<file path="src/source/branch_cfg.svh">
/*
  Sizing macros for the branch resolution block.
  Thread and slot counts should stay powers of two; index widths use $clog2.
  Condition select is fixed at 3 bits, so exactly eight flags exist.
*/

`ifndef BRANCH_CFG_SVH
`define BRANCH_CFG_SVH

// Width of an ALU result word
`define BR_WORD_WIDTH 16

// Width of a program counter
`define BR_PC_WIDTH 10

// Threads in the barrel, issued round robin by the core
`define BR_THREADS 8

// Number of branch detectors, lower index wins on a tie
`define BR_SLOTS 4

`endif

</file>
<file path="src/source/branch_pkg.sv">
/*
  Shared types for the branch resolution block.
  Flag bit order is fixed; reserved flags 5 and 6 always read low.
*/

`default_nettype none

`include "branch_cfg.svh"

package branch_pkg;

    typedef logic [`BR_PC_WIDTH-1:0]         pc_t;     // Program counter
    typedef logic [$clog2(`BR_THREADS)-1:0]  thread_t; // Thread number
    typedef logic [$clog2(`BR_SLOTS)-1:0]    slot_t;   // Detector index

    // Flag positions inside cond_flags_t
    localparam int FLAG_ALWAYS  = 0;
    localparam int FLAG_ZERO    = 1;
    localparam int FLAG_NONZERO = 2;
    localparam int FLAG_POS     = 3; // Sign clear, zero included
    localparam int FLAG_NEG     = 4;
    localparam int FLAG_RSVD_A  = 5;
    localparam int FLAG_RSVD_B  = 6;
    localparam int FLAG_EVEN    = 7;

    typedef logic [7:0] cond_flags_t;

    typedef struct packed {
        logic       en;     // Entry active
        logic [2:0] cond;   // Index into cond_flags_t
        pc_t        origin; // PC of the branch instruction
        pc_t        target; // Where to go when taken
    } branch_entry_t;

    typedef struct packed {
        logic    valid;
        thread_t thread;
        pc_t     pc;
    } thread_ctx_t;

    typedef struct packed {
        logic          we;     // Single cycle write strobe
        slot_t         slot;
        thread_t       thread;
        branch_entry_t entry;
    } cfg_write_t;

    typedef struct packed {
        logic    taken;
        thread_t thread;
        pc_t     target; // Zero when not taken
    } branch_req_t;

endpackage

`default_nettype wire

</file>
<file path="src/source/branch_arbiter.sv">
/*
  Fixed priority pick among detectors, lowest index wins.
  Output target reads zero when nothing fires.
*/

`timescale 1ns/1ps
`default_nettype none

`include "branch_cfg.svh"

module branch_arbiter (
    input  logic                                   clock,
    input  logic                                   rst_n,
    input  logic [`BR_SLOTS-1:0]                   fire,
    input  logic [`BR_SLOTS-1:0][`BR_PC_WIDTH-1:0] targets,
    input  branch_pkg::thread_ctx_t                ctx,
    output branch_pkg::branch_req_t                branch
);
    import branch_pkg::*;

    logic hit;        // Any slot fired
    pc_t  sel_target; // Target of the winning slot

    // Walk from the top so the lowest firing slot is written last
    always_comb begin
        hit        = 1'b0;
        sel_target = '0;
        for (int s = `BR_SLOTS - 1; s >= 0; s--) begin
            if (fire[s]) begin
                hit        = 1'b1;
                sel_target = targets[s];
            end
        end
    end

    always_ff @(posedge clock or negedge rst_n) begin
        if (!rst_n) begin
            branch <= '0;
        end else begin
            branch.taken  <= hit && ctx.valid; // Only for a live thread
            branch.thread <= ctx.thread;
            branch.target <= sel_target;       // Zero when no slot fires
        end
    end

    // A taken branch traces back to a detector hit one cycle earlier
    a_taken_src: assert property (
        @(posedge clock) disable iff (!rst_n)
        branch.taken |-> $past(|fire)
    ) else $error("branch taken with no detector firing");

endmodule

`default_nettype wire

</file>
<file path="src/source/branch_detector.sv">
/*
  One branch detector slot with one entry per thread.
  Config writes land at the rising edge and apply to the next lookup.
  Reset clears every entry, so all slots start disabled.
*/

`timescale 1ns/1ps
`default_nettype none

`include "branch_cfg.svh"

module branch_detector (
    input  logic                              clock,
    input  logic                              rst_n,
    input  logic [$clog2(`BR_SLOTS)-1:0]      slot_id,
    input  branch_pkg::cfg_write_t            cfg,
    input  branch_pkg::cond_flags_t           flags,
    input  branch_pkg::thread_ctx_t           flag_ctx,
    output logic                              fire,
    output logic [`BR_PC_WIDTH-1:0]           target,
    output branch_pkg::thread_ctx_t           ctx_out
);
    import branch_pkg::*;

    branch_entry_t entry_tbl [`BR_THREADS]; // Indexed by thread number
    branch_entry_t cur;                     // Entry of the thread in this stage
    logic          wr_hit;                  // Config write aimed at this slot
    logic          pc_match;
    logic          cond_ok;
    logic          fire_next;

    assign wr_hit = cfg.we && (cfg.slot == slot_id);

    always_ff @(posedge clock or negedge rst_n) begin
        if (!rst_n) begin
            for (int t = 0; t < `BR_THREADS; t++) begin
                entry_tbl[t] <= '0; // Clears enable
            end
        end else if (wr_hit) begin
            entry_tbl[cfg.thread] <= cfg.entry;
        end
    end

    // Lookup for the thread currently at this stage
    assign cur       = entry_tbl[flag_ctx.thread];
    assign pc_match  = (flag_ctx.pc == cur.origin);
    assign cond_ok   = flags[cur.cond]; // 3 bit select over 8 flags
    assign fire_next = cur.en && flag_ctx.valid && pc_match && cond_ok;

    always_ff @(posedge clock or negedge rst_n) begin
        if (!rst_n) begin
            fire    <= 1'b0;
            ctx_out <= '0;
        end else begin
            fire    <= fire_next;
            ctx_out <= flag_ctx; // Keeps context beside fire for the arbiter
        end
    end

    // Target is payload, only meaningful with fire
    always_ff @(posedge clock) begin
        target <= cur.target;
    end

    // Idle slots must stay silent
    a_fire_valid: assert property (
        @(posedge clock) disable iff (!rst_n)
        fire |-> ctx_out.valid
    ) else $error("detector fired on an invalid context");

endmodule

`default_nettype wire

</file>
<file path="src/source/branch_unit.sv">
/*
  Branch resolution top: flags, detector slots, arbiter.
  Fixed three cycle latency from issue to branch, no back-pressure.
  One issue per cycle is accepted unconditionally.
*/

`timescale 1ns/1ps
`default_nettype none

`include "branch_cfg.svh"

module branch_unit (
    input  logic                       clock,
    input  logic                       rst_n,
    input  branch_pkg::thread_ctx_t    issue,
    input  logic [`BR_WORD_WIDTH-1:0]  prev_result,
    input  branch_pkg::cfg_write_t     cfg,
    output branch_pkg::branch_req_t    branch
);
    import branch_pkg::*;

    localparam int SLOT_W = $clog2(`BR_SLOTS);

    cond_flags_t                           flags;
    thread_ctx_t                           flag_ctx;
    logic [`BR_SLOTS-1:0]                  fire;
    logic [`BR_SLOTS-1:0][`BR_PC_WIDTH-1:0] targets;
    thread_ctx_t                           slot_ctx [`BR_SLOTS]; // Same in every slot

    branching_flags i_flags (
        .clock       (clock),
        .rst_n       (rst_n),
        .issue       (issue),
        .prev_result (prev_result),
        .flags       (flags),
        .flag_ctx    (flag_ctx)
    );

    for (genvar s = 0; s < `BR_SLOTS; s++) begin : g_slot
        branch_detector i_detector (
            .clock    (clock),
            .rst_n    (rst_n),
            .slot_id  (SLOT_W'(s)),
            .cfg      (cfg),
            .flags    (flags),
            .flag_ctx (flag_ctx),
            .fire     (fire[s]),
            .target   (targets[s]),
            .ctx_out  (slot_ctx[s])
        );
    end

    branch_arbiter i_arbiter (
        .clock   (clock),
        .rst_n   (rst_n),
        .fire    (fire),
        .targets (targets),
        .ctx     (slot_ctx[0]), // Slot 0 carries the stage context
        .branch  (branch)
    );

endmodule

`default_nettype wire

</file>
<file path="src/source/branching_flags.sv">
/*
  Condition flags from the previous result of the issuing thread.
  prev_result must already belong to the thread in issue, the core aligns it.
  One cycle of latency; flags and context leave together.
*/

`timescale 1ns/1ps
`default_nettype none

`include "branch_cfg.svh"

module branching_flags (
    input  logic                       clock,
    input  logic                       rst_n,
    input  branch_pkg::thread_ctx_t    issue,
    input  logic [`BR_WORD_WIDTH-1:0]  prev_result,
    output branch_pkg::cond_flags_t    flags,
    output branch_pkg::thread_ctx_t    flag_ctx
);
    import branch_pkg::*;

    logic        is_zero;    // Whole word clear
    logic        is_neg;     // Sign bit
    logic        is_even;    // Low bit clear
    cond_flags_t next_flags;

    assign is_zero = (prev_result == '0);
    assign is_neg  = prev_result[`BR_WORD_WIDTH-1];
    assign is_even = ~prev_result[0]; // Hailstone style custom condition

    always_comb begin
        next_flags               = '0;       // Reserved bits stay low
        next_flags[FLAG_ALWAYS]  = 1'b1;
        next_flags[FLAG_ZERO]    = is_zero;
        next_flags[FLAG_NONZERO] = ~is_zero;
        next_flags[FLAG_POS]     = ~is_neg;  // Zero counts as positive
        next_flags[FLAG_NEG]     = is_neg;
        next_flags[FLAG_EVEN]    = is_even;
    end

    // Flags and context move as one stage
    always_ff @(posedge clock or negedge rst_n) begin
        if (!rst_n) begin
            flags    <= '0;
            flag_ctx <= '0; // Clears valid
        end else begin
            flags    <= next_flags;
            flag_ctx <= issue;
        end
    end

    // No condition select may ever see a reserved flag set
    a_rsvd_low: assert property (
        @(posedge clock) disable iff (!rst_n)
        !flags[FLAG_RSVD_A] && !flags[FLAG_RSVD_B]
    ) else $error("reserved condition flag high");

endmodule

`default_nettype wire
</file>
<file path="config.mk">
export PLATFORM = sky130hd
export DESIGN_NAME = branch_unit
export DESIGN_NICKNAME = d
export VERILOG_FILES = /design/src/source/branch_pkg.sv /design/src/source/branch_arbiter.sv /design/src/source/branch_detector.sv /design/src/source/branch_unit.sv /design/src/source/branching_flags.sv
export VERILOG_INCLUDE_DIRS = /design/src /design/src/source
export SDC_FILE = /design/constraint.sdc
export NUM_CORES = 1
export LEC_CHECK = 0
export BUFFER_PORTS_ARGS = -buffer_cell sky130_fd_sc_hd__buf_2
export CAP_MARGIN = 20
export CORE_ASPECT_RATIO = 1.25
export CORE_MARGIN = 4
export CORE_UTILIZATION = 60
export CTS_CLUSTER_DIAMETER = 50
export DETAILED_ROUTE_END_ITERATION = 8
export PLACE_DENSITY = 0.77
export SYNTH_ARGS = -nofsm -noshare
export SYNTH_HDL_FRONTEND = slang
export SYNTH_SLANG_ARGS = --single-unit
</file>
<file path="constraint.sdc">
create_clock -name clock -period 5.1 [get_ports clock]
set_input_delay 0.255 -clock clock [delete_from_list [all_inputs] [get_ports clock]]
set_output_delay 0.255 -clock clock [all_outputs]
set_load 0.01 [all_outputs]
</file>
**Word-level counts from Yosys, hierarchy flattened**

Cells that the tools add are included.

- $lt $le $gt $ge: 7
- Equal/unequal tests: 7
- Mux-type cells: 34
- Bitwise operators: 5
- Reductions and logical operators: 20

Operators by type and width:

| kind | number |
|---|---|
| bitwise mux 192 bit | 4 |
| binary-select mux 24 bit (select 3 bit) | 4 |
| two-way mux 24 bit | 9 |
| demux 24 bit (select 3 bit) | 1 |
| == test 10 bit | 4 |
| two-way mux 10 bit | 4 |
| logical AND 1 bit | 18 |
| zero test 16 bit | 1 |
| < comparator 3 x 4 -> 1 bit, second input constant | 4 |
| binary-select mux 1 bit (select 3 bit) | 4 |
| >= comparator 4 bit, second input constant | 2 |
| two-way mux 1 bit | 8 |
| inverter 3 -> 4 bit | 2 |
| == test 2 bit, second input constant | 2 |
| < comparator 4 x 1 -> 1 bit, second input constant | 1 |
| inverter 1 bit | 3 |
| == test 2 x 1 -> 1 bit, second input constant | 1 |
| zero test 2 bit | 1 |

- Bits in registers: 850
- Input port bits: 62
- Output and inout bits: 14
- Word-level logic and storage cells: 218

**Logic depth before layout (Yosys ltp)**

- Depth in word-level cells: 7
- Mapped depth: 10
- Depth with buffers taken out: 6

**By module**

Synthesis repeated with hierarchy kept, for this count alone.

- Cell total of the unflattened synthesis: 2315
- Area, all modules: 38689.6 µm²

Modules (own cells, without submodules):

| module | instances | cells each | area each (µm²) | seq. area each (µm²) |
|---|---|---|---|---|
| branch_detector | 4 | 557 | 9375.2 | 5380.2 |
| branch_arbiter | 1 | 53 | 610.6 | 350.3 |
| branching_flags | 1 | 32 | 570.5 | 500.5 |
| branch_unit | 1 | 2 | 7.5 | 0.0 |

**Least setup slack after synthesis**

Ideal clock, no wire load.

- Path kind: reg-to-reg
- From: register, netlist name i_flags.flag_ctx[10]
- To: register g_slot[1].i_detector.target[0]
- Library setup time: 121 ps
- Arrival: 2319 ps
- Data required time: 4979 ps
- Setup slack: 2660 ps
- Stages on the path, launching flop included: 8
- Path buffers: 5
- Period minus slack after synthesis: 2440 ps
- Path through: dfrtp_1 -> buf_6 -> buf_12 -> buf_4 -> buf_4 -> buf_1 -> mux4_2 -> mux2_2

RTL lines:

| item | line | source |
|---|---|---|
| end signal: assignment | branch_detector.sv:62 | `target <= cur.target;` |
| end: declaration | branch_detector.sv:20 | `` output logic [`BR_PC_WIDTH-1:0] target, `` |

**Worst setup path in the final report**

- From: register, netlist name i_flags.flag_ctx[10]
- To: register g_slot[2].i_detector.fire

- Cells in the longest elaborated chain, start to end: 7
- Elaborated cells on any way between the ends: 10
- Classes of those cells: 1 x eq/ne; 5 x mux; 1 x bitwise; 3 x reduce/logical

Ends and longest elaborated chain:

| item | line | source |
|---|---|---|
| inverter 3 -> 4 bit (implied by the code) (*) | branch_detector.sv:45 | `assign cur = entry_tbl[flag_ctx.thread];` |
| binary-select mux 24 bit (select 3 bit) (*) | branch_detector.sv:45 |  |
| two-way mux 24 bit (implied by the code) (*) (2 in a row) | branch_detector.sv:45 |  |
| binary-select mux 1 bit (select 3 bit), or another cell as far along | branch_detector.sv:47 | `assign cond_ok = flags[cur.cond];` |
| two-way mux 1 bit (implied by the code) / logical AND 1 bit (equally long branches) | branch_detector.sv:47, branch_detector.sv:48 |  |
| logical AND 1 bit (*) | branch_detector.sv:48 | `assign fire_next = cur.en && flag_ctx.valid && pc_match && cond_ok;` |
| net g_slot[2].i_detector.fire_next | branch_detector.sv:30 | `logic fire_next;` |
| end signal: assignment | branch_detector.sv:55 | `fire <= fire_next;` |
| end: declaration | branch_detector.sv:19 | `output logic fire,` |

The timed path passes the listed nets; every way through them passes the cells marked *. The select of a mux whose other input is x is not followed.
A chain may end at the register's enable or synchronous reset.

==> reports/results.tsv <==
stage	metric	value	unit
status	status	finished clean	
cells_and_area	total area of sequential cells	0.0211	mm^2
cts	clk sinks	850	
power_and_ir_drop	Pwr Total	17.7	mW
synth	Synthesis Warnings	0	
synth	ys async rst share	0.953	
die	num rows	102	
synth	most frequent cells after synthesis	825 x mux2_2, 810 x dfrtp_1, 176 x mux4_2	
cts	clk buf depth	3	
placement	Post-DP Area	0.0385	mm^2
global_route	global route overflow	0	
synth	Synth Flop Type	dfrtp_1	
critical_path	critical path capture point type	register	
global_route	GRT Total Usage	0.272	
routing	Iter 0 DRT Violations	1396	
power_and_ir_drop	Power Density	424	mW/mm^2
critical_path	Setup crit start kind	register	
timing	Max Fclk	301	MHz
routing	wire per inst	26.7	um
power_and_ir_drop	Gate power share	0.146	
timing	Sum Neg Setup Slack	0	ns
global_route	GR Layer Usage met2	0.478	
synth	Synth Area in Simple Gates	0.0165	
critical_path	CP required	5.61	ns
timing	Tmin final	3.32	ns
cells_and_area	Final #Nets	2452	
placement	HPWL Detailed	53300	um
routing	routed vias	20500	
synth	#FFs+latches synth	850	
worst_hold_path	Worst Hold Class	input port to async pin	
placement	Port Buf Inserts	75	
timing	Max-Slew Margin vs Limit	0.235	
global_route	met1 Usage GRT	0.341	
cts	H-tree levels	3	
power_and_ir_drop	share of power burned in the clock network	0.361	
synth	synth top area cells	dfrtp_1 54%, mux2_2 25%, mux4_2 11%	
critical_path	critical path start-end classification	register to register	
cts	Worst-Skew Late Latency	0.63	ns
global_route	GR peak layer	met2	
die	Floorplan Core Area	0.0618	mm^2
routing	DR pass1 iterations	5	
critical_path	cell depth of the worst flop-to-flop path	6	
synth	cell count after synthesis	2356	
synth	XOR/XNOR Fraction of Synth Area	0.00938	
timing	fin crit share	0.650	
synth	syn_nets	2418	
cts	Root Driver	clkbuf_16	
synth	post-synth top area share	0.543	
cells_and_area	footprint of the multi-input gates	0.0155	mm^2
timing	Worst Skew	0.0170	ns
synth	Synth Area in Compound Gates	0.00992	
synth	Synth Area in Adders	0	
timing	RSZ-0062 raised after global routing	no	
cts	CTS tree	yes	
synth	post-synthesis sequential area ratio	0.564	
synth	Post-synth EDFFs	0	
synth	largest family of logic cells by synthesized area	multiplexers	
timing	Final Hold Viols	0	
synth	most common cell in the netlist	mux2_2	
power_and_ir_drop	Sequential Power Share	0.493	
critical_path	CP Max Fanout	48	
cells_and_area	fillers	4271	
cts	clock buffer count from CTS	86	
cells_and_area	post-route design area	0.0416	mm^2
run	max-cap violation count	0	
power_and_ir_drop	worst vdd ir	0.000310	V
die	die outline height	287	um
timing	max-slew violations	0	
synth	Mean Syn Cell Area	15.8	um^2
power_and_ir_drop	P_int	13.4	mW
placement	routability cong.	0.819	
global_route	vias in the first global route	22800	
timing	worst slew pin tran	1.15	ns
power_and_ir_drop	Sw Pwr	4.22	mW
power_and_ir_drop	P_leak	18.7	nW
routing	Routed Wire Length	87900	um
power_and_ir_drop	sw frac	0.239	
die	full die area	0.0663	mm^2
cells_and_area	Area Growth Syn to Fin	11.4	%
routing	post-route ant nets	0	
global_route	largest net degree at the start of global routing	181	
global_route	initial antenna violation count	6	
die	Die Wd	231	um
timing	Final setup violation count	0	
die	Initial Util	0.605	
synth	Mapped Area	0.0373	mm^2
synth	cell taking the most area after synthesis	dfrtp_1	
cts	clock-pin slew on the worst setup and hold paths	0.06	ns
critical_path	Arr. time, crit path	3.83	ns
synth	multiplexer share of the synthesized area	0.376	
cells_and_area	fraction of layout cells with a size suffix above 1	0.523	
routing	drt via density	6.21	
die	io pins	76	
global_route	grt met3 use	0.0377	
synth	Netlist cell types	45	
global_route	first-pass GRT wire length	137000	um
routing	drt drc	0	
-- layout by cell type, fill, tap and decap left out, drive strengths merged, types with 11 or more instances in the layout --
master         n
mux4         180
nand2         42
nor2          32
clkinv        14
a21oi         11
o21ai         15
mux2         825
xnor2         12
buf          131
dlygate4sd3   20
mux2i         69
a22oi         13
xor2          28
clkbuf       133
dfxtp         40
dfrtp        810
-- sequential cells by signal, indices dropped and copies added, names as in the netlist --
signal                       flops
g_slot.i_detector.entry_tbl    768
g_slot.i_detector.target        40
i_arbiter.branch                14
i_flags.flag_ctx                14
i_flags.flags                    6
g_slot.i_detector.ctx_out        4
g_slot.i_detector.fire           4
-- path summary, 6_finish.rpt --
| kind | from | to | slack, ns |
|---|---|---|---|
| min | rst_n | g_slot[2].i_detector.entry_tbl[98]$_DFFE_PN0P_ | 0.23 |
| max in group asynchronous | rst_n | g_slot[1].i_detector.entry_tbl[107]$_DFFE_PN0P_ | 3.31 |
| min reg2reg | g_slot[0].i_detector.ctx_out[11]$_DFF_PN0_ | i_arbiter.branch[11]$_DFF_PN0_ | 0.35 |
| max reg2reg | i_flags.flag_ctx[10]$_DFF_PN0_ | g_slot[2].i_detector.fire$_DFF_PN0_ | 1.78 |
| min in group clock | issue[3] | i_flags.flag_ctx[3]$_DFF_PN0_ | 0.26 |
| max | i_flags.flag_ctx[10]$_DFF_PN0_ | g_slot[2].i_detector.fire$_DFF_PN0_ | 1.78 |
-- critical path: stages (launching register included) --
cell and delay [ns]:
dfrtp_4 1.01, mux4_1 0.66, mux2i_1 0.18, xor2_1 0.23, nand4_1 0.18, or4_1 0.61
nor4_2 0.31
-- area by class of cell --
class	instances	share of cell area
Tap cell	832	0.0250
Clock buffer	133	0.0618
Timing Repair Buffer	151	0.0265
Clock inverter	26	0.00752
Sequential cell	850	0.507
Antenna cell	2	0.000120
Inverter	4	0.000361
Multi-Input combinational cell	1297	0.372
-- metal layers --
| metal | vias up | routed length [um] |
|---|---|---|
| met5 | - | 49 |
| met4 | 8 | 3790 |
| met3 | 189 | 3130 |
| met2 | 426 | 46200 |
| met1 | 11100 | 34700 |
| li1 | 8726 | - |
-- cell families after synthesis --
logic type,after synthesis
muxes,1074
DFF,850
buffers and inverters,209
and+or+nand+nor,125
AOI/OAI and AO/OA,57
xor gates and xnor gates,40
other,1
-- what timing repair did --
item | in CTS | in global routing
hold buffers | 20 | 0
hold endpoints to repair | 108 | 0
setup buffers | 0 | 0
resized for setup | 0 | 0
-- stage by stage --
| step | setup slack (ns) | util | hold WS (ns) | cells |
|---|---|---|---|---|
| detailed placement | 1.77 | 0.623 | 0.332 | 3113 |
| global route | 1.56 | 0.673 | 0.248 | 3295 |
| floorplan | 2.66 | - | -0.0406 | 2356 |
| global placement | 1.76 | 0.623 | 0.321 | 3113 |
| CTS | 1.74 | 0.673 | 0.225 | 3292 |
| finish | 1.78 | 0.673 | 0.227 | 3295 |
-- power groups by stage --
stage | Sequential (mW) | Combinational (mW) | Clock (mW)
final | 8.70 | 2.58 | 6.38
after global routing | 8.84 | 2.80 | 6.79
after CTS | 8.70 | 2.60 | 6.50
after detailed placement | 8.81 | 2.58 | 0
after global placement | 8.70 | 2.46 | 0
after floorplan | 8.52 | 2.08 | 0
Power figures use the tool's default switching activity.
